--- src/rtl/cache_geom_pkg.sv ---
`default_nettype none

package cache_geom_pkg;

  localparam int addr_w   = 16;
  localparam int tag_w    = 5;
  localparam int index_w  = 8;
  localparam int word_w   = 2;
  localparam int offset_w = word_w + 1;  // word plus byte select
  localparam int block_w  = tag_w + index_w;

  typedef logic [tag_w-1:0]    tag_t;
  typedef logic [index_w-1:0]  index_t;
  typedef logic [word_w-1:0]   word_t;
  typedef logic [offset_w-1:0] offset_t;
  typedef logic [addr_w-1:0]   byte_addr_t;

  // how the cache sees an address
  typedef struct packed {
    tag_t   tag;
    index_t index;
    word_t  word;
    logic   byte_sel;
  } cache_view_t;

  // how memory sees it, block number first
  typedef struct packed {
    logic [block_w-1:0] block;
    word_t              word;
    logic               byte_sel;
  } block_view_t;

  typedef union packed {
    byte_addr_t  raw;
    cache_view_t cache_view;
    block_view_t block_view;
  } mem_addr_u;

endpackage

`default_nettype wire

--- src/rtl/ctrl_pkg.sv ---
`default_nettype none

package ctrl_pkg;

  localparam int words_per_block = 4;

  // ----------------------------------------
  // controller states
  // ----------------------------------------
  typedef enum logic [4:0] {
    st_idle         = 5'd0,
    st_comp_read    = 5'd1,
    st_comp_write   = 5'd2,
    st_victim_probe = 5'd3,   // write miss, look at the victim line
    st_writeback    = 5'd4,
    st_wb_stall     = 5'd5,
    st_refill       = 5'd6,
    st_refill_tail  = 5'd7,
    st_cache_write  = 5'd8,
    st_done         = 5'd9,
    st_done_hit     = 5'd10
  } state_t;

  typedef enum logic {
    burst_writeback = 1'b0,
    burst_refill    = 1'b1
  } burst_mode_t;

endpackage

`default_nettype wire

--- src/rtl/miss_fsm.sv ---
`timescale 1ns/1ps
`default_nettype none

module miss_fsm (
  input  logic                  clk,
  input  logic                  reset,
  input  logic                  read,
  input  logic                  write,
  input  logic                  hit,
  input  logic                  dirty,
  input  logic                  valid,
  input  logic                  burst_last,
  input  logic [3:0]            busy,
  output ctrl_pkg::state_t      state,
  output logic                  burst_start,
  output ctrl_pkg::burst_mode_t burst_kind
);

  import ctrl_pkg::*;

  state_t next_state;
  state_t miss_target;
  logic   req_write;   // request type, held until done

  // one rule for every miss: dirty victim goes out first
  assign miss_target = (dirty && valid) ? st_writeback : st_refill;

  // ----------------------------------------
  // next state
  // ----------------------------------------
  always_comb begin
    next_state = state;
    case (state)
      st_idle: begin
        if (write) begin
          next_state = st_comp_write;  // write wins over read
        end else if (read) begin
          next_state = st_comp_read;
        end
      end
      st_comp_read: begin
        next_state = (hit && valid) ? st_done_hit : miss_target;
      end
      st_comp_write: begin
        next_state = (hit && valid) ? st_done_hit : st_victim_probe;
      end
      st_victim_probe: next_state = miss_target;
      st_writeback: begin
        if (burst_last) begin
          next_state = st_wb_stall;
        end
      end
      st_wb_stall: begin
        if (busy == 4'b0000) begin
          next_state = st_refill;
        end
      end
      st_refill: begin
        if (burst_last) begin
          next_state = req_write ? st_cache_write : st_refill_tail;
        end
      end
      st_refill_tail: next_state = st_done;
      st_cache_write: next_state = st_done;
      st_done:        next_state = st_idle;
      st_done_hit:    next_state = st_idle;
      default:        next_state = st_idle;
    endcase
  end

  // kick the sequencer in the cycle that decides to enter a burst
  assign burst_start = ((next_state == st_writeback) || (next_state == st_refill)) &&
                       (next_state != state);
  assign burst_kind  = (next_state == st_writeback) ? burst_writeback : burst_refill;

  // ----------------------------------------
  // registers
  // ----------------------------------------
  always_ff @(posedge clk) begin
    if (reset) begin
      state <= st_idle;
    end else begin
      state <= next_state;
    end
  end

  always_ff @(posedge clk) begin
    if (reset) begin
      req_write <= 1'b0;
    end else if (state == st_idle) begin
      req_write <= write;  // frozen once the compare starts
    end
  end

  // the sequencer only ends a burst that the FSM is waiting on
  a_last_in_burst: assert property (
    @(posedge clk) disable iff (reset)
    burst_last |-> (state inside {st_writeback, st_refill})
  );

endmodule

`default_nettype wire

--- src/rtl/burst_sequencer.sv ---
`timescale 1ns/1ps
`default_nettype none

module burst_sequencer #(
  parameter int mem_latency = 2
) (
  input  logic                  clk,
  input  logic                  reset,
  input  logic                  burst_start,
  input  ctrl_pkg::burst_mode_t burst_kind,
  output logic                  issue_active,
  output cache_geom_pkg::word_t issue_word,
  output logic                  fill_active,
  output cache_geom_pkg::word_t fill_word,
  output logic                  burst_last
);

  import cache_geom_pkg::*;
  import ctrl_pkg::*;

  localparam word_t last_word = word_t'(words_per_block - 1);

  logic                   issuing;
  word_t                  word_cnt;
  burst_mode_t            mode;
  logic [mem_latency-1:0] pipe_valid;   // reads still waiting on memory data
  word_t                  pipe_word [mem_latency];

  // ----------------------------------------
  // issue counter
  // ----------------------------------------
  always_ff @(posedge clk) begin
    if (reset) begin
      issuing  <= 1'b0;
      word_cnt <= '0;
      mode     <= burst_writeback;
    end else if (burst_start) begin
      issuing  <= 1'b1;
      word_cnt <= '0;
      mode     <= burst_kind;
    end else if (issuing) begin
      word_cnt <= word_cnt + 1'b1;
      if (word_cnt == last_word) begin
        issuing <= 1'b0;
      end
    end
  end

  // ----------------------------------------
  // fill pipeline, refill only
  // ----------------------------------------
  always_ff @(posedge clk) begin
    if (reset) begin
      pipe_valid <= '0;
    end else begin
      pipe_valid[0] <= issuing && (mode == burst_refill);
      for (int i = 1; i < mem_latency; i++) begin
        pipe_valid[i] <= pipe_valid[i-1];
      end
    end
  end

  always_ff @(posedge clk) begin
    pipe_word[0] <= word_cnt;
    for (int i = 1; i < mem_latency; i++) begin
      pipe_word[i] <= pipe_word[i-1];
    end
  end

  assign issue_active = issuing;
  assign issue_word   = word_cnt;
  assign fill_active  = pipe_valid[mem_latency-1];
  assign fill_word    = pipe_word[mem_latency-1];

  // write-back ends on its last issue, refill on its last fill
  assign burst_last = (mode == burst_writeback) ?
                      (issuing && (word_cnt == last_word)) :
                      (fill_active && (fill_word == last_word));

  a_no_overlap: assert property (
    @(posedge clk) disable iff (reset)
    burst_start |-> !(issuing || (|pipe_valid))
  );

endmodule

`default_nettype wire

--- src/rtl/cache_port_mux.sv ---
`timescale 1ns/1ps
`default_nettype none

module cache_port_mux (
  input  ctrl_pkg::state_t          state,
  input  logic                      issue_active,
  input  cache_geom_pkg::word_t     issue_word,
  input  logic                      fill_active,
  input  cache_geom_pkg::word_t     fill_word,
  input  cache_geom_pkg::byte_addr_t addr,
  input  cache_geom_pkg::tag_t      cache_tag_in,
  output logic                      enable,
  output logic                      mem_wr,
  output logic                      mem_rd,
  output logic                      comp,
  output logic                      c_write,
  output logic                      valid_in,
  output logic                      mem_cache_wr,
  output logic                      done,
  output logic                      stall_cache,
  output logic                      miss,
  output cache_geom_pkg::byte_addr_t mem_address,
  output cache_geom_pkg::offset_t   cache_offset,
  output cache_geom_pkg::tag_t      cache_tag_out
);

  import cache_geom_pkg::*;
  import ctrl_pkg::*;

  mem_addr_u req;
  mem_addr_u rd_addr;   // request block, word from the burst
  mem_addr_u wb_addr;   // victim block
  offset_t   req_offset;

  assign req        = addr;
  assign req_offset = {req.cache_view.word, req.cache_view.byte_sel};

  always_comb begin
    rd_addr                  = req;
    rd_addr.block_view.word  = issue_word;
    wb_addr                  = rd_addr;
    wb_addr.block_view.block = {cache_tag_in, req.cache_view.index};
  end

  // ----------------------------------------
  // strobes and addresses per state
  // ----------------------------------------
  always_comb begin
    enable        = 1'b1;
    stall_cache   = 1'b1;
    mem_wr        = 1'b0;
    mem_rd        = 1'b0;
    comp          = 1'b0;
    c_write       = 1'b0;
    valid_in      = 1'b0;
    mem_cache_wr  = 1'b0;
    done          = 1'b0;
    miss          = 1'b1;   // every state past compare is a miss, bar done_hit
    cache_offset  = req_offset;
    cache_tag_out = req.cache_view.tag;
    mem_address   = req.raw;
    case (state)
      st_idle: begin
        enable        = 1'b0;
        stall_cache   = 1'b0;
        miss          = 1'b0;
        cache_offset  = '0;
        cache_tag_out = '0;
        mem_address   = '0;
      end
      st_comp_read: begin
        comp = 1'b1;
        miss = 1'b0;
      end
      st_comp_write: begin
        comp    = 1'b1;
        c_write = 1'b1;
        miss    = 1'b0;
      end
      st_writeback: begin
        mem_wr       = issue_active;
        cache_offset = {issue_word, req.cache_view.byte_sel};  // victim word out of the cache
        mem_address  = wb_addr.raw;
      end
      st_refill: begin
        mem_rd       = issue_active;
        c_write      = fill_active;
        valid_in     = fill_active;
        mem_cache_wr = fill_active;
        if (issue_active) begin
          mem_address = rd_addr.raw;
        end
        if (fill_active) begin
          cache_offset = {fill_word, req.cache_view.byte_sel};
        end
      end
      st_cache_write: begin
        comp     = 1'b1;
        c_write  = 1'b1;
        valid_in = 1'b1;
      end
      st_done:     done = 1'b1;
      st_done_hit: begin
        done = 1'b1;
        miss = 1'b0;
      end
      default: ;    // probe, stall and tail keep the defaults
    endcase
  end

  // sequencer activity only lines up with a burst state
  a_burst_in_state: assert final (
    ((issue_active !== 1'b1) || (state inside {st_writeback, st_refill})) &&
    ((fill_active !== 1'b1) || (state == st_refill))
  );

endmodule

`default_nettype wire

--- src/rtl/cache_controller.sv ---
`timescale 1ns/1ps
`default_nettype none

module cache_controller #(
  parameter int mem_latency = 2   // cycles from mem_rd to data
) (
  input  logic                       clk,
  input  logic                       reset,
  input  logic                       read,
  input  logic                       write,
  input  logic                       hit,
  input  logic                       dirty,
  input  logic                       valid,
  input  cache_geom_pkg::byte_addr_t addr,
  input  logic [3:0]                 busy,
  input  cache_geom_pkg::tag_t       cache_tag_in,
  output logic                       enable,
  output logic                       mem_wr,
  output logic                       mem_rd,
  output logic                       comp,
  output logic                       c_write,
  output logic                       valid_in,
  output logic                       mem_cache_wr,
  output logic                       done,
  output logic                       stall_cache,
  output logic                       miss,
  output cache_geom_pkg::byte_addr_t mem_address,
  output cache_geom_pkg::offset_t    cache_offset,
  output cache_geom_pkg::tag_t       cache_tag_out
);

  import cache_geom_pkg::*;
  import ctrl_pkg::*;

  state_t      state;
  logic        burst_start;
  burst_mode_t burst_kind;
  logic        burst_last;
  logic        issue_active;
  word_t       issue_word;
  logic        fill_active;
  word_t       fill_word;

  miss_fsm fsm_i (
    .clk         (clk),
    .reset       (reset),
    .read        (read),
    .write       (write),
    .hit         (hit),
    .dirty       (dirty),
    .valid       (valid),
    .burst_last  (burst_last),
    .busy        (busy),
    .state       (state),
    .burst_start (burst_start),
    .burst_kind  (burst_kind)
  );

  burst_sequencer #(
    .mem_latency (mem_latency)
  ) seq_i (
    .clk          (clk),
    .reset        (reset),
    .burst_start  (burst_start),
    .burst_kind   (burst_kind),
    .issue_active (issue_active),
    .issue_word   (issue_word),
    .fill_active  (fill_active),
    .fill_word    (fill_word),
    .burst_last   (burst_last)
  );

  cache_port_mux mux_i (
    .state         (state),
    .issue_active  (issue_active),
    .issue_word    (issue_word),
    .fill_active   (fill_active),
    .fill_word     (fill_word),
    .addr          (addr),
    .cache_tag_in  (cache_tag_in),
    .enable        (enable),
    .mem_wr        (mem_wr),
    .mem_rd        (mem_rd),
    .comp          (comp),
    .c_write       (c_write),
    .valid_in      (valid_in),
    .mem_cache_wr  (mem_cache_wr),
    .done          (done),
    .stall_cache   (stall_cache),
    .miss          (miss),
    .mem_address   (mem_address),
    .cache_offset  (cache_offset),
    .cache_tag_out (cache_tag_out)
  );

endmodule

`default_nettype wire

--- config.mk ---
export PLATFORM = sky130hd
export DESIGN_NAME = cache_controller
export DESIGN_NICKNAME = d
export VERILOG_FILES = /design/src/rtl/cache_geom_pkg.sv /design/src/rtl/ctrl_pkg.sv /design/src/rtl/miss_fsm.sv /design/src/rtl/burst_sequencer.sv /design/src/rtl/cache_port_mux.sv /design/src/rtl/cache_controller.sv
export SDC_FILE = /design/constraint.sdc
export NUM_CORES = 1
export LEC_CHECK = 0
export BUFFER_PORTS_ARGS = -buffer_cell sky130_fd_sc_hd__buf_2
export CELL_PAD_IN_SITES_DETAIL_PLACEMENT = 0
export CELL_PAD_IN_SITES_GLOBAL_PLACEMENT = 2
export CORE_ASPECT_RATIO = 1.4
export CORE_MARGIN = 3
export CORE_UTILIZATION = 27
export CTS_BUF_LIST = sky130_fd_sc_hd__clkbuf_8
export CTS_CLUSTER_SIZE = 24
export DETAILED_ROUTE_END_ITERATION = 8
export PLACE_DENSITY_LB_ADDON = 0.2
export SETUP_SLACK_MARGIN = 0.05
export SLEW_MARGIN = 20
export SYNTH_ARGS = -nofsm -noshare
export SYNTH_HDL_FRONTEND = slang
export SYNTH_HIERARCHICAL = 1
export SYNTH_SLANG_ARGS = --single-unit
--- constraint.sdc ---
create_clock -name clk -period 4.3 [get_ports clk]
set_input_delay 0.645 -clock clk [delete_from_list [all_inputs] [get_ports clk]]
set_output_delay 0.645 -clock clk [all_outputs]
set_load 0.01 [all_outputs]
==> impl_metrics.env, run 1 <==
export IMPL_cts_setup_buffers=0
export IMPL_finalSetupViolations=0
export IMPL_slew_viol_final=0
export IMPL_via_per_inst=4.78
export IMPL_rr_worst_depth=7
export IMPL_wl_um=3490
export IMPL_grt_first_pass_wirelength_um=5710
export IMPL_synth_edf_count=0
export IMPL_grt_util_all_layers_pct=12.2
export IMPL_insertion_delay_ns=0.24
export IMPL_r2r_setup_slack_ns=1.90
export IMPL_die_area_um2=5750
export IMPL_antenna_left=0
export IMPL_die_w_um=64.9
export IMPL_fin_tns_setup_ns=0
export IMPL_fin_skew_ns=0.000856
export IMPL_synth_seq_cells=16
export IMPL_first_pass_iters=4
export IMPL_period_share_pct=64.8
export IMPL_first_global_vias=1279
export IMPL_cts_tree="built"
export IMPL_boundaryPins=66
export IMPL_worst_hold_path_type="register to register"
export IMPL_post_cts_resize_count=0
export IMPL_clockBufferDepth=2
export IMPL_portBuffers=65
export IMPL_worst_pin_slew_ns=0.909
export IMPL_cp_cell_sequence="nor4_4, and2b_1, buf_2"
export IMPL_place_area_um2=1630
export IMPL_worstPathRequired_ns=3.65
export IMPL_drc=0
export IMPL_place_congestion=0.704
export IMPL_start_kind="register"
export IMPL_yosysSeqAreaShare_pct=24.4
export IMPL_worstSetupPathType="register to primary output"
export IMPL_crit_slowest_cell="nor4_4"
export IMPL_avgSynthCellArea_um2=8.00
export IMPL_power_leakage_uw=0.000737
export IMPL_h_tree_depth=1
export IMPL_antenna_found_initial=0
export IMPL_drive_gt1_share_pct=35.7
export IMPL_vias=1352
export IMPL_cts_root_buffer="clkbuf_8"
export IMPL_critPathCaptureType="primary output"
export IMPL_drt_initial_drc_count=20
export IMPL_worstPathArrival_ns=2.14
export IMPL_dp_hpwl_um=2710
export IMPL_status="finished clean"
export IMPL_synth_flop_cell="dfxtp_1"
export IMPL_wl_per_cell_um=12.3
export IMPL_grt_max_degree=27
export IMPL_finalInstanceArea_um2=1680
export IMPL_maxSlewHeadroom_pct=39.3
export IMPL_holdPathStages=0
export IMPL_mappedNetlistArea_um2=1310
export IMPL_holdBufCountCts=0
export IMPL_rows=29
export IMPL_ir_drop_uv=130
export IMPL_clkTransAtPathRegs_ns=0.06
export IMPL_clock_sinks=16
export IMPL_drv_cap=0
export IMPL_antenna_cells=0
export IMPL_area_growth_synth_to_final_pct=28.3
export IMPL_dieHeight_um=88.5
export IMPL_yosysUniqueCellTypes=50
export IMPL_critPathMaxStageDelay_ns=0.89
export IMPL_num_nets_final=255
export IMPL_core_region_area_um2=4610
export IMPL_yosys_warnings=6
export IMPL_rsz0062_at_grt="no"
export IMPL_post_route_min_period_ns=2.78
export IMPL_globalRouteOverflowTotal=0
export IMPL_max_freq_mhz=359
export IMPL_synth_async_reset_ratio_pct=0
export IMPL_cts_buffers=3
export IMPL_syn_instance_count=164
export IMPL_crit_fanout=26
export IMPL_synth_nets=197
export IMPL_p_per_area_nw_per_um2=247
export IMPL_initial_core_util_pct=28.5
export IMPL_finalHoldViolCount=0
stage by stage:
step | setup slack, ns | cells | util (%) | power (µW) | hold slack [ns]
floorplan | 2.21 | 164 | - | 247 | 0.310
global placement | 1.83 | 279 | 35.4 | 289 | 0.310
detailed placement | 1.75 | 279 | 35.4 | 291 | 0.312
CTS | 1.47 | 283 | 36.5 | 422 | 0.328
global route | 1.26 | 283 | 36.5 | 441 | 0.337
finish | 1.52 | 283 | 36.5 | 416 | 0.327
path summary, 6_finish.rpt:
check	from	to
worst max-delay path	fsm_i/state[0]	cache_tag_out[2]
worst min-delay path	seq_i/pipe_word[0][1]	seq_i/pipe_word[0][3]
worst max register to register	fsm_i/state[0]	seq_i/mode
worst min register to register	seq_i/pipe_word[0][1]	seq_i/pipe_word[0][3]
cell usage after synthesis, types with 3 or more instances:
cell      count  area, µm²
nand3_1       5       25.0
nand2b_1      4       25.0
dfxtp_1      16        320
inv_1         6       22.5
nand2_1      12       45.0
nor2b_1      12       75.1
nor2_1       13       48.8
o21ai_1       6       30.0
buf_6         3       33.8
nand4b_1      3       26.3
buf_2         6       30.0
buf_4         4       30.0
a21oi_1       5       25.0
and2_1        3       18.8
mux2i_1       6       60.1
nor3_1        6       30.0
and2b_1       5       37.5
a22o_1        5       43.8
worst max-delay path, delay by kind of cell (launching register included):
| kind | cells | cell delay [ns] |
|---|---|---|
| buffers and inverters | 1 | 0.13 |
| AND/OR/NAND/NOR | 2 | 1.15 |
| flip-flops | 1 | 0.60 |
flip-flops by register name, indices dropped and copies added, names as in the netlist:
register / flops
fsm_i/req_write: 1
seq_i/mode: 1
seq_i/issue_active: 1
seq_i/pipe_valid: 2
seq_i/issue_word: 2
seq_i/pipe_word: 4
fsm_i/state: 5
layout make-up:
type                    instances  area [µm²]
flip-flops and latches         16         320
multi-input cells             129         876
clock buffers                   4        55.1
fillers                       499        2920
repair buffers                 66         333
inverters                       6        22.5
well taps                      62        77.6
kinds of logic (layout without fill, tap and decap cells):
family                   Yosys count  count (layout)  synth area share, %
flip-flops                        16              16                 24.4
adder cells (fa/ha/maj)            1               1                0.953
AO/OA/AOI/OAI                     37              37                 20.3
multiplexers                       6               6                 4.58
other                              1               1                0.286
AND/OR/NAND/NOR                   81              81                 38.6
XOR/XNOR                           3               3                 2.00
buffers and inverters             19              76                 8.87
layer usage:
metal,vias up,part of all wire [%],GRT usage [%]
met5,-,0,0
met4,0,0.23,3.46
met3,2,9.3,1.52
met2,57,48,23.2
met1,592,42,14.3
li1,701,-,-
report_power, final:
part / internal, µW / leakage (µW) / switching [µW] / total, µW
registers: 153 / 0.000130 / 13.3 / 167
logic: 57.7 / 0.000579 / 61.2 / 119
clock network: 81.1 / 0.0000288 / 48.8 / 130
total: 292 / 0.000737 / 123 / 416
layout by cell type, fill, tap and decap left out, types with 5 or more instances in the layout:
cell / count
inv_1: 6
nand3_1: 5
dfxtp_1: 16
o21ai_1: 6
nor3_1: 6
and2b_1: 5
nor2_1: 13
nand2_1: 12
mux2i_1: 6
a21oi_1: 5
a22o_1: 5
buf_2: 65
nor2b_1: 12
(Power assumes the default switching activity.)
==> run 2: changes to the inputs <==
--- a/config.mk
+++ b/config.mk
@@ -5,12 +5,13 @@
 export SDC_FILE = /design/constraint.sdc
 export NUM_CORES = 1
 export LEC_CHECK = 0
+export ABC_AREA = 1
 export BUFFER_PORTS_ARGS = -buffer_cell sky130_fd_sc_hd__buf_2
 export CELL_PAD_IN_SITES_DETAIL_PLACEMENT = 0
 export CELL_PAD_IN_SITES_GLOBAL_PLACEMENT = 2
 export CORE_ASPECT_RATIO = 1.4
 export CORE_MARGIN = 3
-export CORE_UTILIZATION = 27
+export CORE_UTILIZATION = 20
 export CTS_BUF_LIST = sky130_fd_sc_hd__clkbuf_8
 export CTS_CLUSTER_SIZE = 24
 export DETAILED_ROUTE_END_ITERATION = 8
==> constraint.sdc (replaced) <==
create_clock -name clk -period 2.5 [get_ports clk]
set_input_delay 0.375 -clock clk [delete_from_list [all_inputs] [get_ports clk]]
set_output_delay 0.375 -clock clk [all_outputs]
set_load 0.01 [all_outputs]
==> impl_metrics.env, run 2 <==
export IMPL_clkTransAtPathRegs_ns=0.07
export IMPL_status="finished clean"
export IMPL_critPathCaptureType="primary output"
export IMPL_dieHeight_um=106
export IMPL_p_per_area_nw_per_um2=400
export IMPL_drt_initial_drc_count=68
export IMPL_cts_root_buffer="clkbuf_8"
export IMPL_insertion_delay_ns=0.25
export IMPL_top_regs="fsm_i/state: 5 flops, seq_i/pipe_word: 4 flops"
export IMPL_drive_gt1_share_pct=28.0
export IMPL_setup_slack_ns=0.293
export IMPL_drc=0
export IMPL_antenna_cells=0
export IMPL_synth_flop_cell="dfxtp_1"
export IMPL_cts_setup_buffers=0
export IMPL_crit_slowest_cell="dfxtp_1"
export IMPL_final_cell_mix="nand2_1 (87), buf_2 (65), inv_1 (38), nand3_1 (37), nor2_1 (29)"
export IMPL_dp_hpwl_um=3900
export IMPL_largest_register="fsm_i/state"
export IMPL_final_common_cell="nand2_1"
export IMPL_r2r_end="seq_i/issue_word[1]"
export IMPL_netlist_area_leader_share_pct=22.9
export IMPL_holdPathStages=0
export IMPL_ir_drop_uv=148
export IMPL_crit_buf_inv=3
export IMPL_core_region_area_um2=6740
export IMPL_grt_util_all_layers_pct=11.3
export IMPL_globalRouteOverflowTotal=0
export IMPL_drv_cap=0
export IMPL_synth_async_reset_ratio_pct=0
export IMPL_crit_top_cell="nand3_1"
export IMPL_rsz0062_at_grt="no"
export IMPL_start_kind="register"
export IMPL_vias=1734
export IMPL_netlist_top_cells_count="nand2_1 (87), inv_1 (38), nand3_1 (37)"
export IMPL_clockBufferDepth=2
export IMPL_clock_sinks=16
export IMPL_hold_end="seq_i/pipe_word[0][3]"
export IMPL_worst_pin_slew_ns=0.501
export IMPL_die_w_um=77.4
export IMPL_rows=35
export IMPL_critPathTopFamily="flip-flops"
export IMPL_mappedNetlistArea_um2=1430
export IMPL_total_power_uw=750
export IMPL_worstSetupPathType="register to primary output"
export IMPL_grt_max_degree=19
export IMPL_synth_edf_count=0
export IMPL_fill_cells=812
export IMPL_first_global_vias=1643
export IMPL_place_area_um2=1820
export IMPL_worstPathRequired_ns=2.12
export IMPL_antenna_found_initial=0
export IMPL_syn_instance_count=259
export IMPL_power_leakage_uw=0.00110
export IMPL_yosysSeqAreaShare_pct=22.4
export IMPL_worstPathArrival_ns=1.83
export IMPL_largest_reg_flops=5
export IMPL_die_area_um2=8200
export IMPL_dp_slack_ns=0.284
export IMPL_yosysUniqueCellTypes=24
export IMPL_fin_skew_ns=0.00694
export IMPL_path_depth=6
export IMPL_critPathMaxStageDelay_ns=0.64
export IMPL_place_congestion=0.794
export IMPL_cp_cell_sequence="buf_4, inv_2, nand3_2, nand3_1, nand3_1, buf_2"
export IMPL_finalInstanceArea_um2=1880
export IMPL_cts_buffers=3
export IMPL_antenna_left=0
export IMPL_via_per_inst=4.19
export IMPL_r2r_start="seq_i/issue_word[0]"
export IMPL_cts_tree="built"
export IMPL_area_growth_synth_to_final_pct=31.5
export IMPL_wl_per_cell_um=11.3
export IMPL_synth_seq_cells=16
export IMPL_initial_core_util_pct=21.2
export IMPL_yosys_warnings=6
export IMPL_h_tree_depth=1
export IMPL_num_nets_final=356
export IMPL_grt_first_pass_wirelength_um=7560
export IMPL_ys_top_cells_by_area="nand2_1 (23%), dfxtp_1 (22%), nand3_1 (13%), inv_1 (10%), nor2_1 (7.6%)"
export IMPL_first_pass_iters=4
export IMPL_yosysTopAreaCell="nand2_1"
export IMPL_boundaryPins=66
export IMPL_rr_worst_depth=16
export IMPL_finalHoldViolCount=0
export IMPL_period_share_pct=88.3
export IMPL_r2r_setup_slack_ns=0.44
export IMPL_post_cts_resize_count=0
export IMPL_wl_um=4700
export IMPL_finalSetupViolations=0
export IMPL_slew_viol_final=0
export IMPL_crit_fanout=18
export IMPL_fin_tns_setup_ns=0
export IMPL_avgSynthCellArea_um2=5.51
export IMPL_worst_hold_path_type="register to register"
export IMPL_synth_nets=292
export IMPL_max_freq_mhz=453
export IMPL_portBuffers=65
export IMPL_maxSlewHeadroom_pct=66.6
export IMPL_post_synth_top_count_cell="nand2_1"
export IMPL_post_route_min_period_ns=2.21
export IMPL_holdBufCountCts=0
export IMPL_min_from="seq_i/pipe_word[0][1]"
-- run 2: changes by cell type after synthesis, moves of 6 or more --
cell and change:
nand2_1 +75, inv_2 +6, inv_1 +32, o21ai_1 -6, mux2i_1 -6, nand3_1 +32, nor2b_1 -12, nor2_1 +16
-- run 2: per-stage QoR --
step	utilization (%)	cells	hold slack (ns)
final	27.8	414	0.327
after global routing	27.8	414	0.347
after CTS	27.8	414	0.328
after detailed placement	27.0	410	0.312
after global placement	27.0	410	0.315
after floorplan	-	259	0.310
-- run 2: area by class of cell --
type / count / area [µm²] / share of cell area [%]
repair buffers: 67 / 340 / 18.1
clock buffers: 4 / 55.1 / 2.93
inverters: 44 / 165 / 8.80
well taps: 92 / 115 / 6.13
flip-flops and latches: 16 / 320 / 17.1
multi-input cells: 191 / 881 / 46.9
-- run 2: worst max path at each step --
| stage | slack [ns] | end | start |
|---|---|---|---|
| after detailed placement | 0.28 | seq_i/issue_word[1] | seq_i/issue_word[0] |
| final | 0.29 | cache_offset[1] | fsm_i/state[1] |
| after CTS | 0.27 | seq_i/issue_word[1] | seq_i/issue_word[0] |
| after floorplan | 0.65 | seq_i/mode | seq_i/issue_word[0] |
| after global placement | 0.40 | seq_i/issue_word[1] | seq_i/issue_word[0] |
| after global routing | 0.10 | cache_offset[1] | fsm_i/state[0] |
-- run 2: metal layers --
metal,up-vias,track usage [%],wire length [µm]
met5,-,0,0
met4,0,4.58,106
met3,10,2.63,357
met2,75,21.3,2360
met1,722,12.0,1870
li1,927,-,-
-- run 2: logic make-up after synthesis --
kind of cell / count (synthesis) / synth area share [%]
buf+inv: 52 / 16.1
other cells: 1 / 0.263
simple gates: 176 / 55.3
compound gates: 13 / 5.00
fa+ha+maj: 1 / 0.876
flops: 16 / 22.4
-- run 2: report_power, final --
part | switching [µW] | internal, µW
combinational | 143 | 89.8
sequential | 15.9 | 264
clock | 97.3 | 140
==> run 3: changes to the inputs <==
--- a/config.mk
+++ b/config.mk
@@ -16,6 +16,7 @@
 export CTS_CLUSTER_SIZE = 24
 export DETAILED_ROUTE_END_ITERATION = 8
 export PLACE_DENSITY_LB_ADDON = 0.2
+export RECOVER_POWER = 25
 export SETUP_SLACK_MARGIN = 0.05
 export SLEW_MARGIN = 20
 export SYNTH_ARGS = -nofsm -noshare
==> impl_metrics.env, run 3 (same netlist as run 2, synthesis figures left out) <==
export IMPL_status="finished clean"
export IMPL_critPathCaptureType="primary output"
export IMPL_worst_pin_slew_ns=0.517
export IMPL_largest_reg_flops=5
export IMPL_num_nets_final=356
export IMPL_rr_worst_depth=16
export IMPL_area_growth_synth_to_final_pct=31.1
export IMPL_dp_hpwl_um=3900
export IMPL_r2r_end="seq_i/issue_word[1]"
export IMPL_min_from="seq_i/pipe_word[0][0]"
export IMPL_vias=1736
export IMPL_wl_per_cell_um=11.4
export IMPL_grt_max_degree=19
export IMPL_start_kind="register"
export IMPL_total_power_uw=750
export IMPL_initial_core_util_pct=21.2
export IMPL_grt_util_all_layers_pct=11.3
export IMPL_post_route_min_period_ns=2.25
export IMPL_die_w_um=77.4
export IMPL_h_tree_depth=1
export IMPL_dieHeight_um=106
export IMPL_top_regs="fsm_i/state: 5 flops, seq_i/pipe_word: 4 flops"
export IMPL_power_leakage_uw=0.00109
export IMPL_cts_tree="built"
export IMPL_drt_initial_drc_count=64
export IMPL_wl_um=4710
export IMPL_stdcell_count=414
export IMPL_final_common_cell="nand2_1"
export IMPL_holdBufCountCts=0
export IMPL_finalSetupViolations=0
export IMPL_fill_cells=812
export IMPL_clockBufferDepth=2
export IMPL_clock_sinks=16
export IMPL_worstPathRequired_ns=2.12
export IMPL_antenna_found_initial=0
export IMPL_core_region_area_um2=6740
export IMPL_cts_root_buffer="clkbuf_8"
export IMPL_clkTransAtPathRegs_ns=0.07
export IMPL_worstPathArrival_ns=1.88
export IMPL_first_pass_iters=4
export IMPL_drive_gt1_share_pct=27.3
export IMPL_period_share_pct=90.0
export IMPL_hold_worst_slack_ns=0.327
export IMPL_finalHoldViolCount=0
export IMPL_globalRouteOverflowTotal=0
export IMPL_maxSlewHeadroom_pct=65.5
export IMPL_via_per_inst=4.19
export IMPL_rsz0062_at_grt="no"
export IMPL_fin_tns_setup_ns=0
export IMPL_dp_slack_ns=0.284
export IMPL_portBuffers=65
export IMPL_place_congestion=0.794
export IMPL_cts_buffers=3
export IMPL_final_cell_mix="nand2_1 (87), buf_2 (64), inv_1 (38), nand3_1 (37), nor2_1 (29)"
export IMPL_holdPathStages=0
export IMPL_rows=35
export IMPL_drc=0
export IMPL_placed_cells=410
export IMPL_p_per_area_nw_per_um2=401
export IMPL_crit_fanout=18
export IMPL_die_area_um2=8200
export IMPL_first_global_vias=1643
export IMPL_r2r_start="seq_i/issue_word[0]"
export IMPL_worst_hold_path_type="register to register"
export IMPL_hold_end="seq_i/pipe_word[0][2]"
export IMPL_worstSetupPathType="register to primary output"
export IMPL_antenna_left=0
export IMPL_largest_register="fsm_i/state"
export IMPL_post_cts_resize_count=0
export IMPL_ir_drop_uv=148
export IMPL_slew_viol_final=0
export IMPL_antenna_cells=0
export IMPL_insertion_delay_ns=0.25
export IMPL_fin_skew_ns=0.00687
export IMPL_boundaryPins=66
export IMPL_max_freq_mhz=444
export IMPL_grt_first_pass_wirelength_um=7560
export IMPL_cts_setup_buffers=0
export IMPL_drv_cap=0
export IMPL_r2r_setup_slack_ns=0.44
export IMPL_setup_slack_ns=0.250
run 3: cell count changes in the layout (fill, tap and decap cells not counted):
cell	before	now
buf_4	2	1
clkbuf_1	0	2
buf_2	65	64
run 3: worst max-delay path by stage:
stage / startpoint / endpoint
6_report: fsm_i/state[1] / cache_offset[1]
5_1_grt: fsm_i/state[1] / mem_address[1]
4_1_cts: seq_i/issue_word[0] / seq_i/issue_word[1]
3_5_place_dp: seq_i/issue_word[0] / seq_i/issue_word[1]
3_3_place_gp: seq_i/issue_word[0] / seq_i/issue_word[1]
2_1_floorplan: seq_i/issue_word[0] / seq_i/mode
run 3: per-layer routing:
| layer | part of all wire, % | global-route usage, % | vias up |
|---|---|---|---|
| li1 | - | - | 927 |
| met1 | 41 | 12.0 | 724 |
| met2 | 50 | 21.3 | 75 |
| met3 | 7.5 | 2.63 | 10 |
| met4 | 2.3 | 4.58 | 0 |
| met5 | 0 | 0 | - |
run 3: report_power, final:
group | total (µW) | switching (µW) | internal (µW)
Clock | 238 | 98.4 | 140
Combinational | 232 | 144 | 88.5
Sequential | 280 | 16.0 | 264
run 3: through the flow:
step	utilization, %	cell area (µm²)
2_1_floorplan	-	1430
3_3_place_gp	27.0	1820
3_5_place_dp	27.0	1820
4_1_cts	27.8	1870
5_1_grt	27.8	1870
6_report	27.8	1870
run 3: final cells by class:
type / count / area, µm² / share of cell area (%)
Tap cell: 92 / 115 / 6.15
Clock buffer: 4 / 55.1 / 2.94
Inverter: 44 / 165 / 8.82
Timing Repair Buffer: 67 / 335 / 17.9
Multi-Input combinational cell: 191 / 881 / 47.1
Sequential cell: 16 / 320 / 17.1
run 3: worst max-delay path, cell delays in order (launching register included):
cell and delay, ns:
dfxtp_1 0.65, clkbuf_1 0.21, inv_2 0.08, nand3_2 0.29, nand3_1 0.15, nand3_1 0.10, buf_2 0.13
